File: src/logic/stream_fifo.sv
`timescale 1ns/1ns

module stream_fifo #(
    parameter type payload_t = logic [31:0],
    parameter int  DEPTH     = 4
) (
    input  logic                          m_axis_data,
    input  logic                          rst_n,
    input  payload_t                      in_data,
    input  logic                          in_valid,
    output logic                          in_ready,
    output payload_t                      out_data,
    output logic                          out_valid,
    input  logic                          out_ready,
    output logic [$clog2(DEPTH+1)-1:0]    count
);
    localparam int PW = $clog2(DEPTH);
    localparam int CW = $clog2(DEPTH + 1);
    localparam logic [CW-1:0] FULL = CW'(DEPTH);

    payload_t      mem [DEPTH];
    logic [PW-1:0] wr_ptr;
    logic [PW-1:0] rd_ptr;
    logic          push;
    logic          pop;

    assign in_ready  = (count != FULL);
    assign out_valid = (count != '0);
    assign out_data  = mem[rd_ptr];     // fall-through head
    assign push      = in_valid && in_ready;
    assign pop       = out_valid && out_ready;

    always_ff @(posedge m_axis_data) begin
        if (!rst_n) begin
            wr_ptr <= '0;
            rd_ptr <= '0;
            count  <= '0;
        end else begin
            if (push)
                wr_ptr <= (wr_ptr == PW'(DEPTH - 1)) ? '0 : wr_ptr + 1'b1;
            if (pop)
                rd_ptr <= (rd_ptr == PW'(DEPTH - 1)) ? '0 : rd_ptr + 1'b1;
            case ({push, pop})
                2'b10:   count <= count + 1'b1;
                2'b01:   count <= count - 1'b1;
                default: count <= count;
            endcase
        end
    end

    always_ff @(posedge m_axis_data) begin
        if (push)
            mem[wr_ptr] <= in_data;
    end

endmodule

File: config.mk
export PLATFORM = sky130hd
export DESIGN_NAME = stream_fifo
export DESIGN_NICKNAME = d
export VERILOG_FILES = /design/src/logic/stream_fifo.sv
export SDC_FILE = /design/constraint.sdc
export NUM_CORES = 1
export LEC_CHECK = 0
export ABC_AREA = 1
export BUFFER_PORTS_ARGS = -buffer_cell sky130_fd_sc_hd__buf_2
export CAP_MARGIN = 10
export CORE_MARGIN = 2
export CORE_UTILIZATION = 50
export DETAILED_ROUTE_END_ITERATION = 6
export HOLD_SLACK_MARGIN = 0.06
export MAX_ROUTING_LAYER = met4
export PLACE_DENSITY = 0.71
export SYNTH_ARGS = -nofsm -noshare
export SYNTH_HDL_FRONTEND = slang
export SYNTH_SLANG_ARGS = --single-unit
File: constraint.sdc
create_clock -name m_axis_data -period 3.35 [get_ports m_axis_data]
set_input_delay 0.1675 -clock m_axis_data [delete_from_list [all_inputs] [get_ports m_axis_data]]
set_output_delay 0.1675 -clock m_axis_data [all_outputs]
set_load 0.02 [all_outputs]
# == Yosys cells after proc, flatten, opt, wreduce, memory -nomap -nowiden ==
# Memories as Yosys holds them, arrays and structs flattened. A register that Yosys moved wholly into a read port is not among the register bits.
# Cells that the tools add are included.
# totals
ff_bits,7
ramBits,128
in_bits,36
word_cells,24
n_memories,1
# op_classes
n_addsub,4
n_eq_ne,5
mux,7
reduce_logical,4
# mem_list
memory,words,width,rd,rd_clocked_by_memory_dff,write_ports,line,text
mem,4,32,1,1,1,21,payload_t mem [DEPTH];
# op_table
op,n
2-bit two-way mux,4
"2-bit == test, second input constant",3
3-bit one-hot mux with 2 select lines,1
"2-bit by 1-bit adder with 2-bit output, second input constant",2
"3-bit by 1-bit adder with 3-bit output, second input constant",1
"3-bit inequality test, second input constant",1
3-bit nonzero test,1
"3-bit by 1-bit subtractor with 3-bit output, second input constant",1
"2-bit by 1-bit == test with 1-bit output, second input constant",1
1-bit logical AND,2
1-bit two-way mux,2
2-bit nonzero test,1

# == Logic depth before layout (Yosys ltp) ==
# Gate-level depths: netlist (run 1).
# logic_depth
word_depth,4
depth_mapped,13
ltp_nobuf,13

# == Worst setup path before layout (run 1) ==
# OpenSTA, ideal clock, no wires.
# synth_path
path_kind,register -> register
startpoint,reg count[1]
endpoint,mem mem[0][0] in the netlist's numbering (enable)
setup_ns,0.421
arrival_ns,2.260
required_ns,2.929
setup_slack_ns,0.669
path_stages_with_launch,5
n_path_buf,0
synth_period_minus_slack_ns,2.681
cell_sequence,dfxtp_1 nor2_1 nand2_1 nand2_2 nor2_1
# synth_between
elab_chain_len,4
# synth_lines
item,line,text
start: declaration,15,output logic [$clog2(DEPTH+1)-1:0] count
start signal: assignment,44,2'b10: count <= count + 1'b1;
start signal: assignment,45,2'b01: count <= count - 1'b1;
start signal: assignment,46,default: count <= count;
3-bit inequality test,27,assign in_ready = (count != FULL);
via in_ready,11,"output logic in_ready,"
1-bit logical AND,30,assign push = in_valid && in_ready;
1-bit two-way mux,52,if (push)
1-bit two-way mux (not written as such),53,mem[wr_ptr] <= in_data;
end: declaration,21,
# The timed path passes the listed nets, and every way through them passes these cells.

==> flow_metrics.env, run 1 <==
export IMPL_regToRegStartpoint="count[0]"
export IMPL_die_x_um=106.6
export IMPL_min_path_type="in2reg"
export IMPL_period_share=0.7390
export IMPL_setup_tns_final_ns=0
export IMPL_critical_path_class="reg2out"
export IMPL_swShare=0.3182
export IMPL_synth_top_area_frac=0.7297
export IMPL_setup_violations=0
export IMPL_worstHoldStart="in_valid"
export IMPL_ir_drop_uv=519.9
export IMPL_yosysTopAreaCell="edfxtp_1"
export IMPL_cp_max_fo=34
export IMPL_rr_worst_depth=12
export IMPL_grt_pass1_wl_um=16760
export IMPL_clk_pin_slew_worst_paths_ns=0.06
export IMPL_status="finished, final reports clean"
export IMPL_antenna_left=0
export IMPL_fin_nets=535
export IMPL_drive_gt1_frac=0.2297
export IMPL_cp_end_kind="output pin"
export IMPL_hpwl_um=6060
export IMPL_final_util=0.6514
export IMPL_combPwrFrac=0.268
export IMPL_skew_ns=0.007662
export IMPL_seqPwrFrac=0.385
export IMPL_fmax_ghz=0.4039
export IMPL_clock_latency_ns=0.51
export IMPL_dieArea_mm2=0.01137
export IMPL_ys_seq_area_frac=0.7639
export IMPL_io_pins=73
export IMPL_ys_warn_count=0
export IMPL_hold_viol=0
export IMPL_cts_root_buf="clkbuf_8"
export IMPL_cpPeakStageDelay_ns=0.74
export IMPL_synth_cells=378
export IMPL_fin_crit_ns=2.476
export IMPL_antennaDiodeCount=0
export IMPL_p_sw_mw=1.784
export IMPL_worst_hold_slack_ns=0.1590
export IMPL_routedWlPerCell_um=16.18
export IMPL_cellPowerDensity_mw_per_mm2=837.3
export IMPL_dp_cells=575
export IMPL_drv_slew=0
export IMPL_slowest_stage="dfxtp_2"
export IMPL_hold_depth=4
export IMPL_cp_required_ns=3.18
export IMPL_crit_arrival_ns=2.31
export IMPL_r2r_slack_ns=1.42
export IMPL_holdPathEnd="wr_ptr[0]"
export IMPL_die_y_um=106.6
export IMPL_grt_pass1_vias=3415
export IMPL_pwr_share_clk=0.347
export IMPL_drt_iter0_markers=232
export IMPL_syn2layout_area_growth_pct=27.10
export IMPL_instances_no_fill=641
export IMPL_cts_sinks=137
export IMPL_wl_um=10370
export IMPL_drt_vias_per_instance=5.209
export IMPL_core_mm2=0.01028
export IMPL_synth_area_mm2=0.005268
export IMPL_place_congestion=0.7504
export IMPL_tightest_slew_ns=0.7346
export IMPL_rsz0062_at_grt="false"
export IMPL_numCtsBuffers=17
export IMPL_cts_resized=0
export IMPL_clockBufferDepth=2
export IMPL_p_leak_nw=2.475
export IMPL_max_slew_margin=0.5091
export IMPL_p_int_mw=3.822
export IMPL_htree_levels=4
export IMPL_r2r_end="count[2]"
export IMPL_io_buffer_count=72
export IMPL_syn_avg_cell_area_um2=13.94
export IMPL_tritoncts="built"
export IMPL_netlist_top_cells_area="edfxtp_1 (73%), nor2_1 (5.6%), o22ai_1 (3.8%)"
export IMPL_synth_distinct_cells=21
export IMPL_drv_cap=0
export IMPL_antenna_found_initial=0
export IMPL_via_count=3339
export IMPL_syn_num_nets=421
export IMPL_grt_max_degree=65
export IMPL_cp_cell_sequence="buf_4, o21ai_0, o22ai_1, buf_2"
export IMPL_ctsHoldBuffers=34
export IMPL_drc=0
export IMPL_synth_seq_cells=137
export IMPL_drt_first_pass_iters=4
export IMPL_crit_path_start_kind="flop"
export IMPL_rows=37
export IMPL_grt_overflow_total=0
export IMPL_grt_total_usage=0.2014
export IMPL_floorplan_initialDensity=0.5125
export IMPL_cts_setup_buffers=0
-- synth_stat cells --
master / n
buf_2: 6
dfxtp_1: 9
nand4_1: 1
o21ai_1: 28
nand3b_1: 1
nand3_1: 1
edfxtp_1: 128
fa_1: 1
nand2_2: 1
o22ai_1: 32
inv_1: 15
clkbuf_1: 1
inv_8: 1
nor2_1: 79
buf_6: 9
nand2_1: 14
ha_1: 6
buf_4: 3
a21oi_1: 3
o21ai_0: 38
inv_2: 1
-- routing by layer --
layer  global-route usage  vias up  wire length [µm]
li1                     -     1619                 -
met1               0.2433     1608              4428
met2               0.3285       97              5219
met3              0.05046       15               555
met4              0.07978        0               170
met5                    -        -                 0
-- cells by family (layout without fill, tap and decap cells) --
logic type / Yosys count / count (layout) / share of synthesized area
AO/OA/AOI/OAI: 101 / 101 / 0.1036
adder cells (fa/ha/maj): 7 / 7 / 0.01805
buffers and inverters: 36 / 163 / 0.04347
flip-flops: 137 / 137 / 0.7639
AND/OR/NAND/NOR: 97 / 97 / 0.07102
-- power groups by stage --
stage	clock network [mW]	logic (mW)	registers, mW
global route	2.05	1.65	2.18
detailed placement	0	1.48	2.19
finish	1.94	1.50	2.16
floorplan	0	1.07	2.17
CTS	1.97	1.52	2.16
global placement	0	1.46	2.18
-- placed cells by master, fill, tap and decap left out, types with 4 or more instances in the layout --
| cell | n |
|---|---|
| dlygate4sd3_1 | 34 |
| bufinv_16 | 5 |
| edfxtp_1 | 128 |
| buf_2 | 72 |
| clkbuf_16 | 16 |
| nand2_1 | 14 |
| inv_1 | 15 |
| nor2_4 | 4 |
| o22ai_1 | 32 |
| dfxtp_1 | 8 |
| ha_1 | 6 |
| nor2_1 | 75 |
| o21ai_0 | 38 |
| o21ai_1 | 28 |
| buf_4 | 8 |
-- how the worst max path moves through the flow --
| stage | startpoint | endpoint | depth (start not counted) |
|---|---|---|---|
| 3_5_place_dp | count[1] | mem[1][2] | 5 |
| 2_1_floorplan | count[1] | mem[0][0] | 4 |
| 6_report | flop | out_data[28] | 4 |
| 5_1_grt | flop | out_data[28] | 4 |
| 3_3_place_gp | count[1] | mem[1][17] | 5 |
| 4_1_cts | flop | out_data[4] | 4 |
-- stage by stage --
stage               setup slack [ns]  power (mW)  instance area, µm²
global placement               1.456       3.640                5732
detailed placement             1.402       3.674                5732
CTS                           0.8883       5.643                6695
floorplan                     0.6692       3.240                5268
finish                        0.8743       5.606                6695
global route                  0.7211       5.876                6695
-- worst max-delay path, delay by kind of cell, from the launching register on --
kind	cells	cell delay (ns)
compound gates	2	0.40
buf+inv	2	0.63
flops	1	0.74
-- final cells by class --
class,instances,area [µm²]
timing repair buffer,114,760.7
sequential,137,4025
fill,771,3582
clock buffer,20,425.4
inverter,17,71.32
clock inverter,12,197.7
tap,136,170.2
multi-input combinational,205,1045
-- flip-flops by register name, summed over array words and instances, names as in the netlist, named ones only --
name    cells
rd_ptr      2
wr_ptr      2
mem       128
count       3
(Power assumes the default switching activity.)
==> inputs of run 2 (changes only) <==
--- a/config.mk
+++ b/config.mk
@@ -13,7 +13,7 @@
 export DETAILED_ROUTE_END_ITERATION = 6
 export HOLD_SLACK_MARGIN = 0.06
 export MAX_ROUTING_LAYER = met4
-export PLACE_DENSITY = 0.71
+export PLACE_DENSITY = 0.74
 export SYNTH_ARGS = -nofsm -noshare
 export SYNTH_HDL_FRONTEND = slang
 export SYNTH_SLANG_ARGS = --single-unit
==> constraint.sdc (replaced) <==
create_clock -name m_axis_data -period 2 [get_ports m_axis_data]
set_input_delay 0.1 -clock m_axis_data [delete_from_list [all_inputs] [get_ports m_axis_data]]
set_output_delay 0.1 -clock m_axis_data [all_outputs]
set_load 0.02 [all_outputs]
==> run 2 against run 1 <==
  * Via count grew 2.2%
  * Setup slack worse by 0.78 ns
  * Critical path depth unchanged
  * Core utilization rose by 0.27 points
  * Sequential power rose by 66%
  * Power is 64% higher
  * Non-clock buffer count increased by 7
  * Register-to-register slack got worse by 1.2 ns
  * Die area is the same
  * Routed wire length is 1.8% higher
  * Critical endpoint unchanged
  * Largest power group unchanged
  * Highest routed layer unchanged
==> flow_metrics.env, run 2 (synthesized netlist as in run 1, its figures left out) <==
export IMPL_clk_pin_slew_worst_paths_ns=0.07
export IMPL_rr_worst_depth=13
export IMPL_drv_slew=0
export IMPL_cts_sinks=137
export IMPL_fin_nets=542
export IMPL_drc=0
export IMPL_drt_iter0_markers=315
export IMPL_place_area_mm2=0.005789
export IMPL_numCtsBuffers=17
export IMPL_drive_gt1_frac=0.2461
export IMPL_cp_required_ns=1.90
export IMPL_setup_tns_final_ns=0
export IMPL_crit_arrival_ns=1.81
export IMPL_wl_um=10560
export IMPL_via_count=3412
export IMPL_grt_total_usage=0.2003
export IMPL_dieArea_mm2=0.01137
export IMPL_drv_cap=0
export IMPL_grt_max_degree=65
export IMPL_antenna_left=0
export IMPL_grt_overflow_total=0
export IMPL_rsz0062_at_grt="false"
export IMPL_grt_pass1_vias=3370
export IMPL_total_power_mw=9.168
export IMPL_hold_viol=0
export IMPL_tritoncts="built"
export IMPL_drt_first_pass_iters=5
export IMPL_holdPathEnd="mem[3][30]"
export IMPL_cp_end_kind="output pin"
export IMPL_io_buffer_count=72
export IMPL_grt_pass1_wl_um=16620
export IMPL_p_leak_nw=2.492
export IMPL_cts_root_buf="clkbuf_8"
export IMPL_worstHoldStart="in_data[30]"
export IMPL_min_path_type="in2reg"
export IMPL_die_x_um=106.6
export IMPL_largest_register_ffs=128
export IMPL_hpwl_um=6081
export IMPL_regToRegStartpoint="count[2]"
export IMPL_cellPowerDensity_mw_per_mm2=1364
export IMPL_clock_latency_ns=0.52
export IMPL_fillers=757
export IMPL_antenna_found_initial=0
export IMPL_die_y_um=106.6
export IMPL_status="finished, final reports clean"
export IMPL_floorplan_initialDensity=0.5125
export IMPL_antennaDiodeCount=0
export IMPL_max_flop_register="mem"
export IMPL_fin_crit_ns=1.910
export IMPL_crit_path_start_kind="flop"
export IMPL_cp_max_fo=64
export IMPL_hold_depth=2
export IMPL_layout_common_cells="edfxtp_1 (128), nor2_1 (75), buf_2 (72)"
export IMPL_syn2layout_area_growth_pct=27.62
export IMPL_place_congestion=0.7562
export IMPL_cts_setup_buffers=0
export IMPL_critical_path_class="reg2out"
export IMPL_routedWlPerCell_um=16.29
export IMPL_skew_ns=0.006418
export IMPL_r2r_end="count[2]"
export IMPL_final_common_cell="edfxtp_1"
export IMPL_ir_drop_uv=764.4
export IMPL_top_regs="mem x128, count x3"
export IMPL_core_mm2=0.01028
export IMPL_htree_levels=4
export IMPL_stdcell_area_mm2=0.006723
export IMPL_r2r_slack_ns=0.26
export IMPL_period_share=0.9550
export IMPL_io_pins=73
export IMPL_rows=37
export IMPL_setup_violations=0
export IMPL_clockBufferDepth=2
export IMPL_drt_vias_per_instance=5.265
export IMPL_fmax_ghz=0.5235
export IMPL_tightest_slew_ns=0.3792
export IMPL_max_slew_margin=0.7472
run 2: cell count changes in the layout (fill, tap and decap cells not counted), sizes merged:
cell / before / now
clkinv: 5 / 4
clkbuf: 20 / 17
inv: 18 / 27
buf: 80 / 86
dlygate4sd3: 34 / 35
bufinv: 5 / 0
run 2: what timing repair did:
item / 4_1_cts / 5_1_grt
cloned: 0 / 0
setup endpoints to repair: 16 / 2
resized for setup: 3 / 3
hold endpoints to repair: 137 / 0
hold buffers: 35 / 0
run 2: critical path, cell delays in order, from the launching register on:
cell     delay, ns
dfxtp_4       0.41
inv_8         0.31
nor2_1        0.07
o22ai_1       0.26
buf_2         0.22
run 2: area by class of cell:
type                            count  area (µm²)  area share
Clock buffer                       17       414.1     0.06160
Clock inverter                     15       147.6     0.02196
Inverter                           17       71.32     0.01061
Multi-Input combinational cell    205        1045      0.1554
Sequential cell                   137        4028      0.5991
Tap cell                          136       170.2     0.02531
Timing Repair Buffer              121       847.1      0.1260
run 2: worst max-delay path by stage:
stage / from / to / slack [ns]
3_5_place_dp: count[2] / count[2] / 0.26
3_3_place_gp: count[1] / count[2] / 0.36
6_report: flop / out_data[28] / 0.09
2_1_floorplan: count[1] / mem[0][0] / -0.18
5_1_grt: flop / out_data[22] / 0.01
4_1_cts: flop / out_data[25] / 0.07
run 2: power breakdown:
| group | internal, mW | switching [mW] |
|---|---|---|
| sequential | 3.46 | 0.127 |
| combinational | 0.873 | 1.80 |
| clock | 1.59 | 1.32 |
run 2: per-stage QoR:
| step | worst slack [ns] | utilization | hold slack [ns] | instances |
|---|---|---|---|---|
| after CTS | 0.06585 | 0.6530 | 0.3004 | 648 |
| after global routing | 0.009561 | 0.6541 | 0.3160 | 648 |
| after detailed placement | 0.2595 | 0.5633 | 0.3158 | 581 |
| after global placement | 0.3581 | 0.5633 | 0.3104 | 581 |
| final | 0.08992 | 0.6541 | 0.3250 | 648 |
| after floorplan | -0.1772 | - | 0.1989 | 378 |
run 2: per-layer routing:
metal / GRT usage / wire length, µm
met4: 0.06679 / 97
met5: - / 0
met1: 0.2448 / 4441
met3: 0.04924 / 509
met2: 0.3308 / 5508
