===== src/logic/dsp_dma_config.svh =====
`ifndef DSP_DMA_CONFIG_SVH
`define DSP_DMA_CONFIG_SVH

// =========================================================================
// buffer geometry
// =========================================================================
`define DMA_DEPTH 64        // 64-bit words per buffer
`define DMA_AW    6         // word address width for DMA_DEPTH

// =========================================================================
// identification
// =========================================================================
`define DMA_ID    16'h5d3a  // returned by the ID register

`endif


===== src/logic/dma_reg_pkg.sv =====
`include "dsp_dma_config.svh"

package dma_reg_pkg;

    // one cycle of the host strobe bus
    // addr[7] picks the buffer window, low bits index a register or word
    typedef struct packed {
        logic        wr;
        logic        rd;
        logic [7:0]  addr;
        logic [63:0] wdata;
    } host_req_t;

    // register window map
    typedef enum logic [6:0] {
        REG_ID     = 7'd0,
        REG_CTRL   = 7'd1,
        REG_LEN    = 7'd2,
        REG_STATUS = 7'd3
    } reg_addr_e;

    typedef struct packed {
        logic              start;  // single-cycle pulse
        logic [`DMA_AW:0]  len;    // word count, 0..DMA_DEPTH
    } dma_cfg_t;

    typedef struct packed {
        logic busy;
        logic done;
    } dma_status_t;

endpackage


===== src/logic/dma_ctrl.sv =====
`timescale 1ns/1ns
`include "dsp_dma_config.svh"

module dma_ctrl #(
    parameter int FIFO_DEPTH = 4
) (
    input  logic                              m_axis_data,
    input  logic                              rst_n,
    input  dma_reg_pkg::dma_cfg_t             cfg,
    input  logic [$clog2(FIFO_DEPTH+1)-1:0]   fifo_count,
    output logic                              src_re,
    output logic [`DMA_AW-1:0]                src_raddr,
    output logic                              src_valid,  // read data valid this cycle
    output logic                              src_last,
    input  logic                              dst_we,
    output logic [`DMA_AW-1:0]                dst_waddr,
    output dma_reg_pkg::dma_status_t          status
);
    localparam int CW = $clog2(FIFO_DEPTH + 1);

    typedef enum logic [1:0] {
        S_IDLE,
        S_RUN,     // issuing source reads
        S_DRAIN    // all reads out, waiting on the return path
    } state_e;

    state_e           state;
    logic [`DMA_AW:0] len_q;
    logic [`DMA_AW:0] rd_cnt;
    logic [`DMA_AW:0] wr_cnt;
    logic             done_q;
    logic [CW:0]      fill;
    logic             last_rd;
    logic             last_wr;

    // occupancy as it will be once the read already in flight lands
    assign fill    = {1'b0, fifo_count} + {{CW{1'b0}}, src_valid};
    assign src_re  = (state == S_RUN) && (fill < (CW + 1)'(FIFO_DEPTH));
    assign last_rd = (rd_cnt == len_q - 1'b1);
    assign last_wr = dst_we && (wr_cnt == len_q - 1'b1);

    assign src_raddr = rd_cnt[`DMA_AW-1:0];
    assign dst_waddr = wr_cnt[`DMA_AW-1:0];

    assign status.busy = (state != S_IDLE);
    assign status.done = done_q;

    always_ff @(posedge m_axis_data) begin
        if (!rst_n) begin
            state     <= S_IDLE;
            len_q     <= '0;
            rd_cnt    <= '0;
            wr_cnt    <= '0;
            done_q    <= 1'b0;
            src_valid <= 1'b0;
            src_last  <= 1'b0;
        end else begin
            src_valid <= src_re;
            src_last  <= src_re && last_rd;  // lines up with the RAM output
            case (state)
                S_IDLE: begin
                    if (cfg.start) begin
                        len_q  <= cfg.len;
                        rd_cnt <= '0;
                        wr_cnt <= '0;
                        done_q <= (cfg.len == '0);  // empty run ends at once
                        if (cfg.len != '0)
                            state <= S_RUN;
                    end
                end
                S_RUN: begin
                    if (src_re) begin
                        rd_cnt <= rd_cnt + 1'b1;
                        if (last_rd)
                            state <= S_DRAIN;
                    end
                end
                S_DRAIN: begin
                    if (last_wr) begin
                        state  <= S_IDLE;
                        done_q <= 1'b1;
                    end
                end
                default: state <= S_IDLE;
            endcase
            if (dst_we && (state != S_IDLE))
                wr_cnt <= wr_cnt + 1'b1;
        end
    end

endmodule


===== config.mk =====
export PLATFORM = sky130hd
export DESIGN_NAME = dma_ctrl
export DESIGN_NICKNAME = d
export VERILOG_FILES = /design/src/logic/dma_reg_pkg.sv /design/src/logic/dma_ctrl.sv
export VERILOG_INCLUDE_DIRS = /design/src /design/src/logic
export SDC_FILE = /design/constraint.sdc
export NUM_CORES = 1
export LEC_CHECK = 0
export BUFFER_PORTS_ARGS = -buffer_cell sky130_fd_sc_hd__buf_2
export CORE_AREA = 2 2 73 75
export DETAILED_ROUTE_END_ITERATION = 10
export DIE_AREA = 0 0 75 77
export PLACE_DENSITY = 0.62
export SYNTH_ARGS = -nofsm -noshare
export SYNTH_HDL_FRONTEND = slang
export SYNTH_SLANG_ARGS = --single-unit

===== constraint.sdc =====
create_clock -name m_axis_data -period 4.3 [get_ports m_axis_data]
set_input_delay 0.86 -clock m_axis_data [delete_from_list [all_inputs] [get_ports m_axis_data]]
set_output_delay 0.86 -clock m_axis_data [all_outputs]
set_load 0.02 [all_outputs]

# Word level (Yosys, flattened, before mapping)
# Index checks and enable logic that the tools add are counted.
[totals]
output_inout_bits = 17
elab_cells = 52
inputBits = 14
reg_bits = 26
[op_classes]
n_eq_ne = 9
n_mux = 14
reduce_logical = 17
n_lt_le_gt_ge = 1
add_sub_neg = 4
[op_table]
columns = ["operator", "n"]
rows = [
  ["two-way mux 7 bit", 4],
  ["adder 7 x 1 -> 7 bit (second input constant)", 2],
  ["equality test 7 bit", 2],
  ["case mux 7 bit (2 select lines)", 1],
  ["two-way mux 2 bit", 5],
  ["!= test 2 bit (second input constant)", 5],
  ["nonzero test 2 bit", 5],
  ["logical NOT 7 bit", 1],
  ["nonzero test 7 bit", 1],
  ["subtractor 7 x 1 -> 7 bit (second input constant)", 1],
  ["case mux 2 bit (3 select lines)", 1],
  ["AND reduction 3 bit", 2],
  ["AND reduction 5 bit", 1],
  ["adder 3 x 1 -> 4 bit", 1],
  ["logical AND 1 bit", 4],
  ["less-than comparator 4 x 3 -> 1 bit (second input constant)", 1],
  ["AND reduction 2 bit", 2],
  ["equality test 2 x 1 -> 1 bit (second input constant)", 1],
  ["equality test 2 bit (second input constant)", 1],
  ["logical NOT 2 bit", 1],
  ["two-way mux 1 bit", 2],
  ["case mux 1 bit (2 select lines)", 1],
]

# Longest topological paths before layout
# Gate-level depths: netlist of run 1.
[logic_depth]
depth_word = 5
ltp_mapped = 9
mapped_depth_nobuf = 8

# Least setup slack after synthesis of run 1
# Ideal clock, no wire load.
[synth_path]
path_kind = "input -> register"
start = "in fifo_count[0]"
end = "reg rd_cnt[6]"
path_buffers = 1
path_stages = 7
setup_slack_ns = 2.010
required_time_ns = 4.240
t_arrival_ns = 2.230
setup_time_ns = 0.060
cell_sequence = "nand3_1 and3b_1 clkbuf_1 o21a_1 nand3_1 or4_1 nand2_1"
[synth_between]
elab_chain_cells = 5
[synth_rtl]
columns = ["element", "line_no", "rtl"]
rows = [
  ["from (decl)", "dma_ctrl.sv:10", "input logic [$clog2(FIFO_DEPTH+1)-1:0] fifo_count,"],
  ["adder 3 x 1 -> 4 bit", "dma_ctrl.sv:37", "assign fill = {1'b0, fifo_count} + {{CW{1'b0}}, src_valid};"],
  ["less-than comparator 4 x 3 -> 1 bit", "dma_ctrl.sv:38", "assign src_re = (state == S_RUN) && (fill < (CW + 1)'(FIFO_DEPTH));"],
  ["logical AND 1 bit", "dma_ctrl.sv:38", ""],
  ["named net src_re", "dma_ctrl.sv:11", "output logic src_re,"],
  ["!= test 2 bit (no line)", "-", ""],
  ["AND reduction 3 bit (no line)", "-", ""],
  ["to (signal assigned)", "dma_ctrl.sv:73", "rd_cnt <= rd_cnt + 1'b1;"],
  ["to (decl)", "dma_ctrl.sv:29", "logic [`DMA_AW:0] rd_cnt;"],
]
# The timed path passes the listed nets, and every way through them passes these cells.
# A chain may end at the register's enable or synchronous reset.

# Worst setup path after layout of run 1
[layout_path]
start = "reg len_q[0]"
end = "reg done_q"
[layout_between]
elab_chain_cells = 5
[layout_rtl]
columns = ["element", "line_no", "rtl"]
rows = [
  ["from (decl)", "dma_ctrl.sv:28", "logic [`DMA_AW:0] len_q;"],
  ["from (signal assigned)", "dma_ctrl.sv:63", "len_q <= cfg.len;"],
  ["subtractor 7 x 1 -> 7 bit", "dma_ctrl.sv:40", "assign last_wr = dst_we && (wr_cnt == len_q - 1'b1);"],
  ["equality test 7 bit", "dma_ctrl.sv:40", ""],
  ["logical AND 1 bit", "dma_ctrl.sv:40", ""],
  ["!= test 2 bit (no line)", "-", ""],
  ["AND reduction 3 bit (no line)", "-", ""],
  ["to (signal assigned)", "dma_ctrl.sv:66", "done_q <= (cfg.len == '0);"],
  ["to (decl)", "dma_ctrl.sv:31", "logic done_q;"],
]
# Every way passes these cells.

==> results of run 1 <==
==> state kept, by name, summed over array words and instances (netlist names) <==
register,flops
state,2
wr_cnt,7
src_last,1
rd_cnt,7
done_q,1
src_valid,1
len_q,7
==> worst max-delay path: cells and delay by family, from the launching register on <==
family                   cells  cell delay, ns
AO/OA/AOI/OAI                4            0.79
flip-flops                   1            0.50
AND/OR/NAND/NOR              1            0.48
adder cells (fa/ha/maj)      1            0.36
XOR/XNOR                     1            0.17
buffers and inverters        1            0.08
==> placed cells by master, fill, tap and decap left out, types with 2 or more instances in the layout <==
cell type / Yosys / final
buf_2: 2 / 30
nand2_1: 29 / 29
dfxtp_1: 26 / 26
a21oi_1: 18 / 18
nor2_1: 16 / 16
xnor2_1: 9 / 9
nand3_1: 8 / 8
xor2_1: 8 / 8
inv_1: 6 / 6
o21ai_0: 5 / 5
nor2b_1: 4 / 4
and2_1: 4 / 4
clkbuf_8: 0 / 4
a31oi_1: 3 / 3
o2111ai_1: 3 / 3
ha_1: 3 / 3
nand3b_1: 2 / 2
mux2i_1: 2 / 2
or4_1: 2 / 2
a211oi_1: 2 / 2
o31ai_1: 2 / 2
nand2b_1: 2 / 2
or3_1: 2 / 2
a21boi_0: 2 / 2
==> how the worst max path moves through the flow <==
| stage | endpoint | slack [ns] | cells after the start |
|---|---|---|---|
| global placement | src_re | 1.94 | 4 |
| floorplan | rd_cnt[6]$_SDFFE_PN0P_ | 2.01 | 7 |
| detailed placement | done_q$_SDFFE_PN0P_ | 1.92 | 8 |
| global route | done_q$_SDFFE_PN0P_ | 1.75 | 8 |
| CTS | done_q$_SDFFE_PN0P_ | 1.89 | 8 |
| finish | done_q$_SDFFE_PN0P_ | 1.87 | 8 |
==> cells by family after synthesis <==
family,after synthesis
AOI/OAI and AO/OA,43
xor gates and xnor gates,17
adders and majority gates,3
buffers and inverters,30
DFF,26
muxes,3
and+or+nand+nor,83
==> metal layers <==
layer | part of all wire | vias up
met1 | 0.51 | 659
met5 | 0 | -
met3 | 0.036 | 2
met2 | 0.44 | 27
li1 | - | 719
met4 | 0.0068 | 0
==> layout make-up <==
cell class              count  area [sq um]
clock buffers               4          55.1
well taps                  70          87.6
flip-flops and latches     26           520
fillers                   519          3220
inverters                   6          22.5
repair buffers             30           150
multi-input cells         149           921
==> power groups by stage <==
stage	clock, mW	combinational (mW)	sequential, mW
detailed placement	0	0.0999	0.267
CTS	0.167	0.101	0.261
global placement	0	0.0987	0.267
finish	0.163	0.101	0.261
floorplan	0	0.0838	0.260
global route	0.178	0.112	0.263
==> Yosys cell counts, drive strengths merged (3+ instances only) <==
cell,n,area share
buf,16,0.074
a31oi,3,0.012
nand3,8,0.025
nor2b,4,0.016
or4,3,0.016
xnor2,9,0.049
o21ai,6,0.019
a21oi,18,0.056
ha,3,0.023
inv,6,0.014
clkbuf,8,0.019
and2,4,0.016
dfxtp,26,0.32
o2111ai,3,0.016
nor2,16,0.037
xor2,8,0.043
nand2,29,0.067
==> out/metrics.yaml, run 1 <==
ys_seq_elements: 26
drcViolationCount: 0
dp_cells: 281
rsz0062_at_grt: "no"
multiplexer_share_of_the_synthesized_area: 0.0194
startpoint_type: "register"
antenna_left: 0
total_congestion_overflow: 0
combinationalPowerShare: 0.193
initial_core_util: 0.324
hp-start: "done_q$_SDFFE_PN0P_"
synth_compound_gate_area_share: 0.164
critical_path_endpoint_category: "register"
global_route.usage.met3: 0.0197
clk_path_buf_depth: 2
drtIter0Drc: 59
die_width_um: 75
cpMaxStageDelayCell: "dfxtp_1"
grt_antenna_before_repair: 0
critical_path_class: "reg2reg"
final_area_sq_um: 1760
timing.final.ws_setup_ns: 1.87
total_power_uw: 526
area_growth_syn_to_layout_pct: 8.92
floorplan.core_area_sq_um: 4980
min_to: "done_q$_SDFFE_PN0P_"
crit_fanout: 7
clk_transition_reported_paths_ns: 0.10
hold_path.class: "reg2reg"
routed-via-count: 1407
synth_top_family_by_area: "simple AND/OR/NAND/NOR gates"
worst_r2r_endpoint: "done_q$_SDFFE_PN0P_"
weighted_congestion_at_the_end_of_routability_driven_global_placement: 0.781
worst_clock_skew_ns: 0.00329
cts_sinks: 26
drive_gt1_frac: 0.195
cts.htree.levels: 1
detail_route.first_pass.iterations: 4
power_report.internal_total_uw: 372
finalWorstPathRequiredPeriod_ns: 2.43
finalMaxSlewViolations: 0
setup_violations: 0
switching_share: 0.293
power_density_nw_per_um2: 299
power.clock.fraction: 0.310
ff2ff_path_depth: 8
syn_inst: 205
synthSimpleGateAreaFrac: 0.272
tritoncts: "yes"
share_seq_of_total_power: 0.497
grt_pass1_vias: 1257
r2r_slack_ns: 1.87
power.ir.vdd_worst_uv: 192
finalHoldWorstSlack_ns: 0.480
required_ns: 4.50
port_buffers: 30
synthXorXnorAreaFrac: 0.0923
post-route-period-util: 0.566
number_of_max_capacitance_violations_reported: 0
io_pins: 31
syn-num-nets: 222
cts.hold.buffers_added: 0
tightest_slew_ns: 0.464
critPathLaunch: "len_q[0]$_SDFFE_PN0P_"
cp_common_cell: "o2111ai_1"
busiest_layer: "met2"
max_freq_ghz: 0.411
fp.dieArea_sq_um: 5780
use_met1: 0.196
clk_root_buffer_cell: "clkbuf_8"
syn-cell-area_sq_um: 1610
routedWlPerCell_um: 12.9
gr-usage-met2: 0.196
antenna_cells_inserted: 0
ys.warnings.count: 0
vias_per_cell: 4.94
fin_cells: 285
cp_arrival_ns: 2.63
crit-reg2reg-launch: "len_q[0]$_SDFFE_PN0P_"
postSynthAreaPerCell_sq_um: 7.87
net-switching-power_uw: 154
critical-path-max-stage-delay_ns: 0.50
post_synth_num_cell_types: 49
outcome: "finished clean"
slew_headroom: 0.690
cp_cell_sequence: "inv_1 > ha_1 > xor2_1 > o2111ai_1 > a311oi_1 > o2111ai_1 > or3b_2 > a31oi_1"
resized_after_cts: 0
hpwlAfterDp_um: 2710
worst_skew_pair.late_latency_ns: 0.27
synth_async_sr_flop_share: 0
grt_first_pass_wirelength_um: 6010
final_net_count: 233
rows: 26
number_of_flops_mapped_to_enable_cells_by_yosys: 0
die_height_um: 77
total_wire_length_after_detailed_routing_um: 3680
timing.hold.worst_path_depth: 2
post_cts.repair.setup_buffers: 0
final.setup.tns_ns: 0
p_leak_nw: 0.701
largest_net_degree_at_the_start_of_global_routing: 15
synth_seq_area_share: 0.323
final_hold_viol_count: 0
gr-usage-all-layers: 0.131
place_ws_ns: 1.92
cts_buffers: 3
yosys.area_share.adder: 0.0233
final_core_util: 0.353
synthFlopType: "dfxtp_1"
detailed_place.area_sq_um: 1700
(Power assumes the default switching activity.)
==> inputs of run 2 (changes only) <==
--- a/config.mk
+++ b/config.mk
@@ -6,11 +6,12 @@
 export SDC_FILE = /design/constraint.sdc
 export NUM_CORES = 1
 export LEC_CHECK = 0
+export ABC_AREA = 1
 export BUFFER_PORTS_ARGS = -buffer_cell sky130_fd_sc_hd__buf_2
 export CORE_AREA = 2 2 73 75
 export DETAILED_ROUTE_END_ITERATION = 10
 export DIE_AREA = 0 0 75 77
-export PLACE_DENSITY = 0.62
+export PLACE_DENSITY = 0.63
 export SYNTH_ARGS = -nofsm -noshare
 export SYNTH_HDL_FRONTEND = slang
 export SYNTH_SLANG_ARGS = --single-unit
==> constraint.sdc (replaced) <==
create_clock -name m_axis_data -period 2 [get_ports m_axis_data]
set_input_delay 0.4 -clock m_axis_data [delete_from_list [all_inputs] [get_ports m_axis_data]]
set_output_delay 0.4 -clock m_axis_data [all_outputs]
set_load 0.02 [all_outputs]
==> run 2 against run 1 <==
- area after synthesis shrank 1.5%
- utilization grew 0.43 points
- via count grew 5.8%
- clock-buffer cell count is the same
- worst setup slack lost 1.6 ns
- total power grew 120%
- critical path depth grew 3
- combinational power grew 140%
- sequential power grew 110%
- flip-flop and latch count is the same
- clock skew grew 0.0017 ns
- critical endpoint is now state[1]$_SDFFE_PN0P_
- highest routed layer unchanged
==> out/metrics.yaml, run 2 <==
p_leak_nw: 0.791  # +13%
synthFlopType: "dfxtp_1"
critical_path_class: "reg2reg"
power_report.internal_total_uw: 799  # +120%
rsz0062_at_grt: "no"
synth_async_sr_flop_share: 0  # unchanged
fp.dieArea_sq_um: 5780  # unchanged
place_ws_ns: 0.230  # -1.69 ns
gr-usage-all-layers: 0.134  # +0.00292
worst_clock_skew_ns: 0.00496  # +0.00167 ns
weighted_congestion_at_the_end_of_routability_driven_global_placement: 0.837  # +7.2%
detail_route.first_pass.iterations: 4  # unchanged
grt_antenna_before_repair: 0  # unchanged
wl_met3_um: 156  # +18%
area_growth_syn_to_layout_pct: 11.9
drcViolationCount: 0  # unchanged
finalWorstPathRequiredPeriod_ns: 1.71  # -0.728 ns
largest_net_degree_at_the_start_of_global_routing: 17  # +2
drtIter0Drc: 80  # +36%
drt-met1-wl_um: 1830  # -3.2%
outcome: "finished clean"
power.ir.vdd_worst_uv: 307  # +60%
final_net_count: 273  # +17%
share_seq_of_total_power: 0.481  # -0.016
port_buffers: 30  # unchanged
antenna_cells_inserted: 0  # unchanged
number_of_max_capacitance_violations_reported: 0  # unchanged
vias_per_cell: 4.58  # -7.2%
hold_path.class: "in2reg"
die_width_um: 75  # unchanged
cts.htree.levels: 1  # unchanged
setup_violations: 0  # unchanged
post_synth_num_cell_types: 29  # -41%
timing.hold.worst_path_depth: 3  # +1
ff2ff_path_depth: 11  # +3
worst_skew_pair.late_latency_ns: 0.27  # about the same
synth_seq_area_share: 0.328  # +0.00483
crit_fanout: 8  # +1
fin_cells: 325  # +14%
tightest_slew_ns: 0.311  # -0.153 ns
cts.hold.buffers_added: 0  # unchanged
syn-cell-area_sq_um: 1590  # -1.5%
grt_first_pass_wirelength_um: 6160  # +2.5%
rows: 26  # unchanged
ys_seq_elements: 26  # unchanged
cts_buffers: 3  # unchanged
final_core_util: 0.357  # +0.00427
postSynthAreaPerCell_sq_um: 6.73  # -14%
power_density_nw_per_um2: 653  # +120%
io_pins: 31  # unchanged
antenna_left: 0  # unchanged
regArea_sq_um: 522  # +0.24%
combinationalPowerShare: 0.213  # +0.020
timing.final.ws_setup_ns: 0.293  # -1.57 ns
layout.cells.most_common: "nand2_1"
net-switching-power_uw: 362  # +130%
synthDominantCellAreaShare: 0.328  # +0.00483
dp_cells: 321  # +14%
top_post_synthesis_cells_by_count: "nand2_1, dfxtp_1, inv_1, nor2_1, nand3_1"
startpoint_type: "register"
met2WireLength_um: 1690  # +4.2%
fillers: 541  # +4.2%
top_cells_by_area_in_the_synthesized_netlist: "dfxtp_1, nand2_1, nand3_1"
slew_headroom: 0.792  # +0.102
floorplan.core_area_sq_um: 4980  # unchanged
switching_share: 0.312  # +0.0186
routedWlPerCell_um: 11.4  # -12%
hpwlAfterDp_um: 2880  # +6.2%
ys.warnings.count: 0  # unchanged
max_freq_ghz: 0.586  # +43%
required_ns: 2.20  # -2.30 ns
clk_path_buf_depth: 2  # unchanged
routed-via-count: 1489  # +5.8%
r2r_slack_ns: 0.29  # -1.57 ns
synthDominantAreaCellType: "dfxtp_1"
power.clock.fraction: 0.306  # -0.004
initial_core_util: 0.319  # -0.00478
multi_input_area_sq_um: 847  # -8.0%
clk_transition_reported_paths_ns: 0.10  # about the same
total_wire_length_after_detailed_routing_um: 3700  # +0.54%
largest_regs: "len_q: 7 flops, rd_cnt: 7 flops, wr_cnt: 7 flops"
die_height_um: 77  # unchanged
final_hold_viol_count: 0  # unchanged
drive_gt1_frac: 0.196  # +0.000730
grt_pass1_vias: 1413  # +12%
number_of_flops_mapped_to_enable_cells_by_yosys: 0  # unchanged
post_cts.repair.setup_buffers: 0  # unchanged
clk_root_buffer_cell: "clkbuf_8"
layout.cells.most_common_list: "nand2_1, buf_2, dfxtp_1"
finalMaxSlewViolations: 0  # unchanged
cts_sinks: 26  # unchanged
syn_inst: 236  # +15%
route.top_layer_used: "met4"
total_congestion_overflow: 0  # unchanged
critical_path_endpoint_category: "register"
tritoncts: "yes"
synth.most_common_cell: "nand2_1"
cp_arrival_ns: 1.91  # -0.72 ns
syn-num-nets: 253  # +14%
post-route-period-util: 0.853  # +0.287
final.setup.tns_ns: 0  # unchanged
-- run 2: cell types whose count changed after synthesis, sizes merged, moves of 4 or more --
cell,previous run,this run
xnor2,9,0
inv,6,26
and2,4,0
nand4,1,5
nor2,16,29
nand3,8,22
clkbuf,8,1
nand2,29,55
o21ai,6,13
nor3,1,5
nor2b,4,0
-- run 2: worst max-delay path: stages (launching register included) --
cell and delay, ns:
dfxtp_2 0.37, inv_2 0.08, ha_2 0.35, xor2_1 0.14, nand2_1 0.06, nor2_1 0.11, nand3_1 0.07, nor2_1 0.08
nand2_1 0.09, nor2_1 0.09, nand3_1 0.07, a21oi_1 0.13
-- run 2: layout make-up --
type | count | share of cell area
clock buffer | 4 | 0.0310
inverter | 27 | 0.0570
multi-input combinational | 166 | 0.476
sequential | 26 | 0.293
tap | 70 | 0.0493
timing repair buffer | 32 | 0.0929
-- run 2: stage by stage --
step | total power [mW] | area, sq um | hold slack, ns
finish | 1.16 | 1780 | 0.425
global route | 1.23 | 1780 | 0.443
CTS | 1.16 | 1770 | 0.429
detailed placement | 0.814 | 1720 | 0.489
global placement | 0.813 | 1720 | 0.497
floorplan | 0.754 | 1590 | 0.457
-- run 2: cells by family (layout without fill, tap and decap cells) --
kind of cell,after synthesis,in the layout,synth area share
AO/OA/AOI/OAI,37,37,0.126
XOR/XNOR,5,5,0.0276
adder cells (fa/ha/maj),3,3,0.0236
buffers and inverters,44,63,0.141
flip-flops,26,26,0.328
AND/OR/NAND/NOR,121,121,0.354
-- run 2: final timing paths --
path | start | endpoint
max | len_q[0]$_SDFFE_PN0P_ | state[1]$_SDFFE_PN0P_
min | cfg[1] | len_q[1]$_SDFFE_PN0P_
max reg2reg | len_q[0]$_SDFFE_PN0P_ | state[1]$_SDFFE_PN0P_
min reg2reg | len_q[1]$_SDFFE_PN0P_ | len_q[1]$_SDFFE_PN0P_
-- run 2: power groups by stage --
stage          clock (mW)  combinational, mW  sequential (mW)
2_1_floorplan           0              0.189            0.566
3_3_place_gp            0              0.243            0.570
3_5_place_dp            0              0.244            0.570
4_1_cts             0.359              0.246            0.558
5_1_grt             0.382              0.284            0.562
6_report            0.355              0.247            0.559
-- run 2: repair_timing --
item	CTS	global route
setup endpoints to repair	0	3
resized for setup	0	2
hold endpoints to repair	0	0
-- run 2: routing by layer --
metal | global-route usage | vias to the layer above
li1 | - | 800
met1 | 0.189 | 656
met2 | 0.218 | 31
met3 | 0.0184 | 2
met4 | 0.0214 | 0
met5 | 0 | -
==> inputs of run 3 (changes only) <==
--- a/config.mk
+++ b/config.mk
@@ -6,7 +6,7 @@
 export SDC_FILE = /design/constraint.sdc
 export NUM_CORES = 1
 export LEC_CHECK = 0
-export ABC_AREA = 1
+export ABC_AREA = 0
 export BUFFER_PORTS_ARGS = -buffer_cell sky130_fd_sc_hd__buf_2
 export CORE_AREA = 2 2 73 75
 export DETAILED_ROUTE_END_ITERATION = 10
==> run 3 against run 2 <==
- the flow now finishes with violations (setup timing)
- clock-buffer cell count stayed put
- worst setup slack worse by 0.39 ns
- via count is 0.60% lower
- combinational power is 20% higher
- utilization is 3.9 points higher
- highest routed layer unchanged
==> out/metrics.yaml, run 3 (synthesis gave the netlist of run 1 again) <==
grt_pass1_vias: 1404  # -0.64%
setup_violations: 2  # +2
number_of_max_capacitance_violations_reported: 0  # unchanged
clk_transition_reported_paths_ns: 0.10  # about the same
power_density_nw_per_um2: 614  # -6.0%
die_width_um: 75  # unchanged
grt_first_pass_wirelength_um: 6580  # +6.7%
cp_arrival_ns: 2.31  # +0.40 ns
clk_path_buf_depth: 2  # unchanged
antenna_cells_inserted: 0  # unchanged
total_congestion_overflow: 0  # unchanged
largest_regs: "len_q: 7 flops, rd_cnt: 7 flops, wr_cnt: 7 flops"
share_seq_of_total_power: 0.461  # -0.020
crit_fanout: 4  # -4
final_area_sq_um: 1970  # +11%
p_leak_nw: 0.824  # +4.1%
critical_path_class: "reg2reg"
drtIter0Drc: 75  # -6.3%
drcViolationCount: 0  # unchanged
io_pins: 31  # unchanged
post-route-period-util: 1.05  # +0.193
vias_per_cell: 4.85  # +5.9%
hold_path.class: "in2reg"
tritoncts: "yes"
total_wire_length_after_detailed_routing_um: 3980  # +7.8%
finalMaxSlewViolations: 0  # unchanged
layout.cells.most_common: "buf_2"
slew_headroom: 0.731  # -0.0612
rsz0062_at_grt: "yes"
grt_antenna_before_repair: 0  # unchanged
final_hold_viol_count: 0  # unchanged
gr-usage-all-layers: 0.145  # +0.0105
largest_net_degree_at_the_start_of_global_routing: 15  # -2
power.clock.fraction: 0.293  # -0.013
net-switching-power_uw: 358  # -1.1%
finalWorstPathRequiredPeriod_ns: 2.09  # +0.387 ns
startpoint_type: "register"
fillers: 519  # -4.1%
max_freq_ghz: 0.478  # -18%
tightest_slew_ns: 0.401  # +0.0899 ns
die_height_um: 77  # unchanged
total_power_mw: 1.21  # +4.2%
critical_path_endpoint_category: "register"
combinationalPowerShare: 0.246  # +0.033
fp.dieArea_sq_um: 5780  # unchanged
timing.final.ws_setup_ns: -0.0933  # -0.387 ns
cts.hold.buffers_added: 0  # unchanged
area_growth_syn_to_layout_pct: 22.3
violations: "setup timing"
switching_share: 0.296  # -0.0159
detail_route.first_pass.iterations: 4  # unchanged
power.ir.vdd_worst_uv: 363  # +18%
final_net_count: 253  # -7.3%
routed-via-count: 1480  # -0.60%
antenna_left: 0  # unchanged
required_ns: 2.22  # +0.02 ns
worst_clock_skew_ns: 0.00523  # +0.000269 ns
cts_buffers: 3  # unchanged
detailed_place.area_sq_um: 1870  # +9.0%
hpwlAfterDp_um: 3040  # +5.6%
cts_sinks: 26  # unchanged
cts.htree.levels: 1  # unchanged
outcome: "finished, violations left"
weighted_congestion_at_the_end_of_routability_driven_global_placement: 0.809  # -3.4%
drive_gt1_frac: 0.302  # +0.106
layout.cells.most_common_list: "buf_2, nand2_1, dfxtp_1"
initial_core_util: 0.324  # +0.00478
clk_root_buffer_cell: "clkbuf_8"
rows: 26  # unchanged
routedWlPerCell_um: 13.1  # +15%
worst_skew_pair.late_latency_ns: 0.28  # about the same
port_buffers: 30  # unchanged
floorplan.core_area_sq_um: 4980  # unchanged
power_report.internal_total_uw: 852  # +6.7%
## run 3: cell count changes in the layout (fill, tap and decap cells not counted), sizes merged, moves of 7 or more
cell and delta:
buf +18, inv -20, nand2 -26, nand3 -14
nor2 -13, o21ai -7, xnor2 +9
## run 3: cell type report
cell class                      instances  area [sq um]  share of cell area
Multi-Input combinational cell        149           971               0.492
Sequential cell                        26           523               0.265
Timing Repair Buffer                   50           313               0.159
Tap cell                               70          87.6              0.0444
Clock buffer                            4          55.1              0.0279
Inverter                                6          22.5              0.0114
## run 3: layer usage
layer | wire length, um | up-vias | global-route usage
li1 | - | 758 | -
met1 | 1900 | 680 | 0.205
met2 | 1830 | 38 | 0.222
met3 | 224 | 4 | 0.0237
met4 | 31 | 0 | 0.0429
met5 | 0 | - | 0
## run 3: stage by stage
stage | utilization | instances | worst slack (ns) | setup TNS, ns | hold slack, ns
after CTS | 0.391 | 305 | -0.0812 | -0.154 | 0.360
after global placement | 0.376 | 301 | -0.0461 | -0.0791 | 0.476
after global routing | 0.396 | 305 | -0.155 | -0.422 | 0.365
after detailed placement | 0.376 | 301 | -0.0915 | -0.230 | 0.474
final | 0.396 | 305 | -0.0933 | -0.166 | 0.363
after floorplan | - | 205 | -0.0309 | -0.0309 | 0.443
## run 3: worst max-delay path, cell delays in order (launching register included)
cell	delay, ns
dfxtp_2	0.33
buf_4	0.14
or4_4	0.53
or4b_4	0.50
o21ai_2	0.09
a31oi_4	0.06
nand4b_1	0.21
a21oi_1	0.16
## run 3: final timing paths
path                            cells after the start             startpoint  slack, ns                    end
worst max-delay path                                7  len_q[1]$_SDFFE_PN0P_      -0.09  state[1]$_SDFFE_PN0P_
worst min-delay path                                3                 cfg[6]       0.36  len_q[6]$_SDFFE_PN0P_
worst max register to register                      7  len_q[1]$_SDFFE_PN0P_      -0.09  state[1]$_SDFFE_PN0P_
worst min register to register                      2    done_q$_SDFFE_PN0P_       0.49    done_q$_SDFFE_PN0P_
## run 3: what timing repair did
item	in CTS	in global routing
resized for setup	4	7
buffers inserted	0	0
pin swaps	3	7
endpoints found under the setup margin	3	4
## run 3: power by group through the flow
stage | sequential, mW | clock (mW) | combinational [mW]
2_1_floorplan | 0.558 | 0 | 0.185
3_3_place_gp | 0.569 | 0 | 0.274
3_5_place_dp | 0.570 | 0 | 0.277
4_1_cts | 0.558 | 0.365 | 0.284
5_1_grt | 0.562 | 0.381 | 0.328
6_report | 0.558 | 0.355 | 0.297
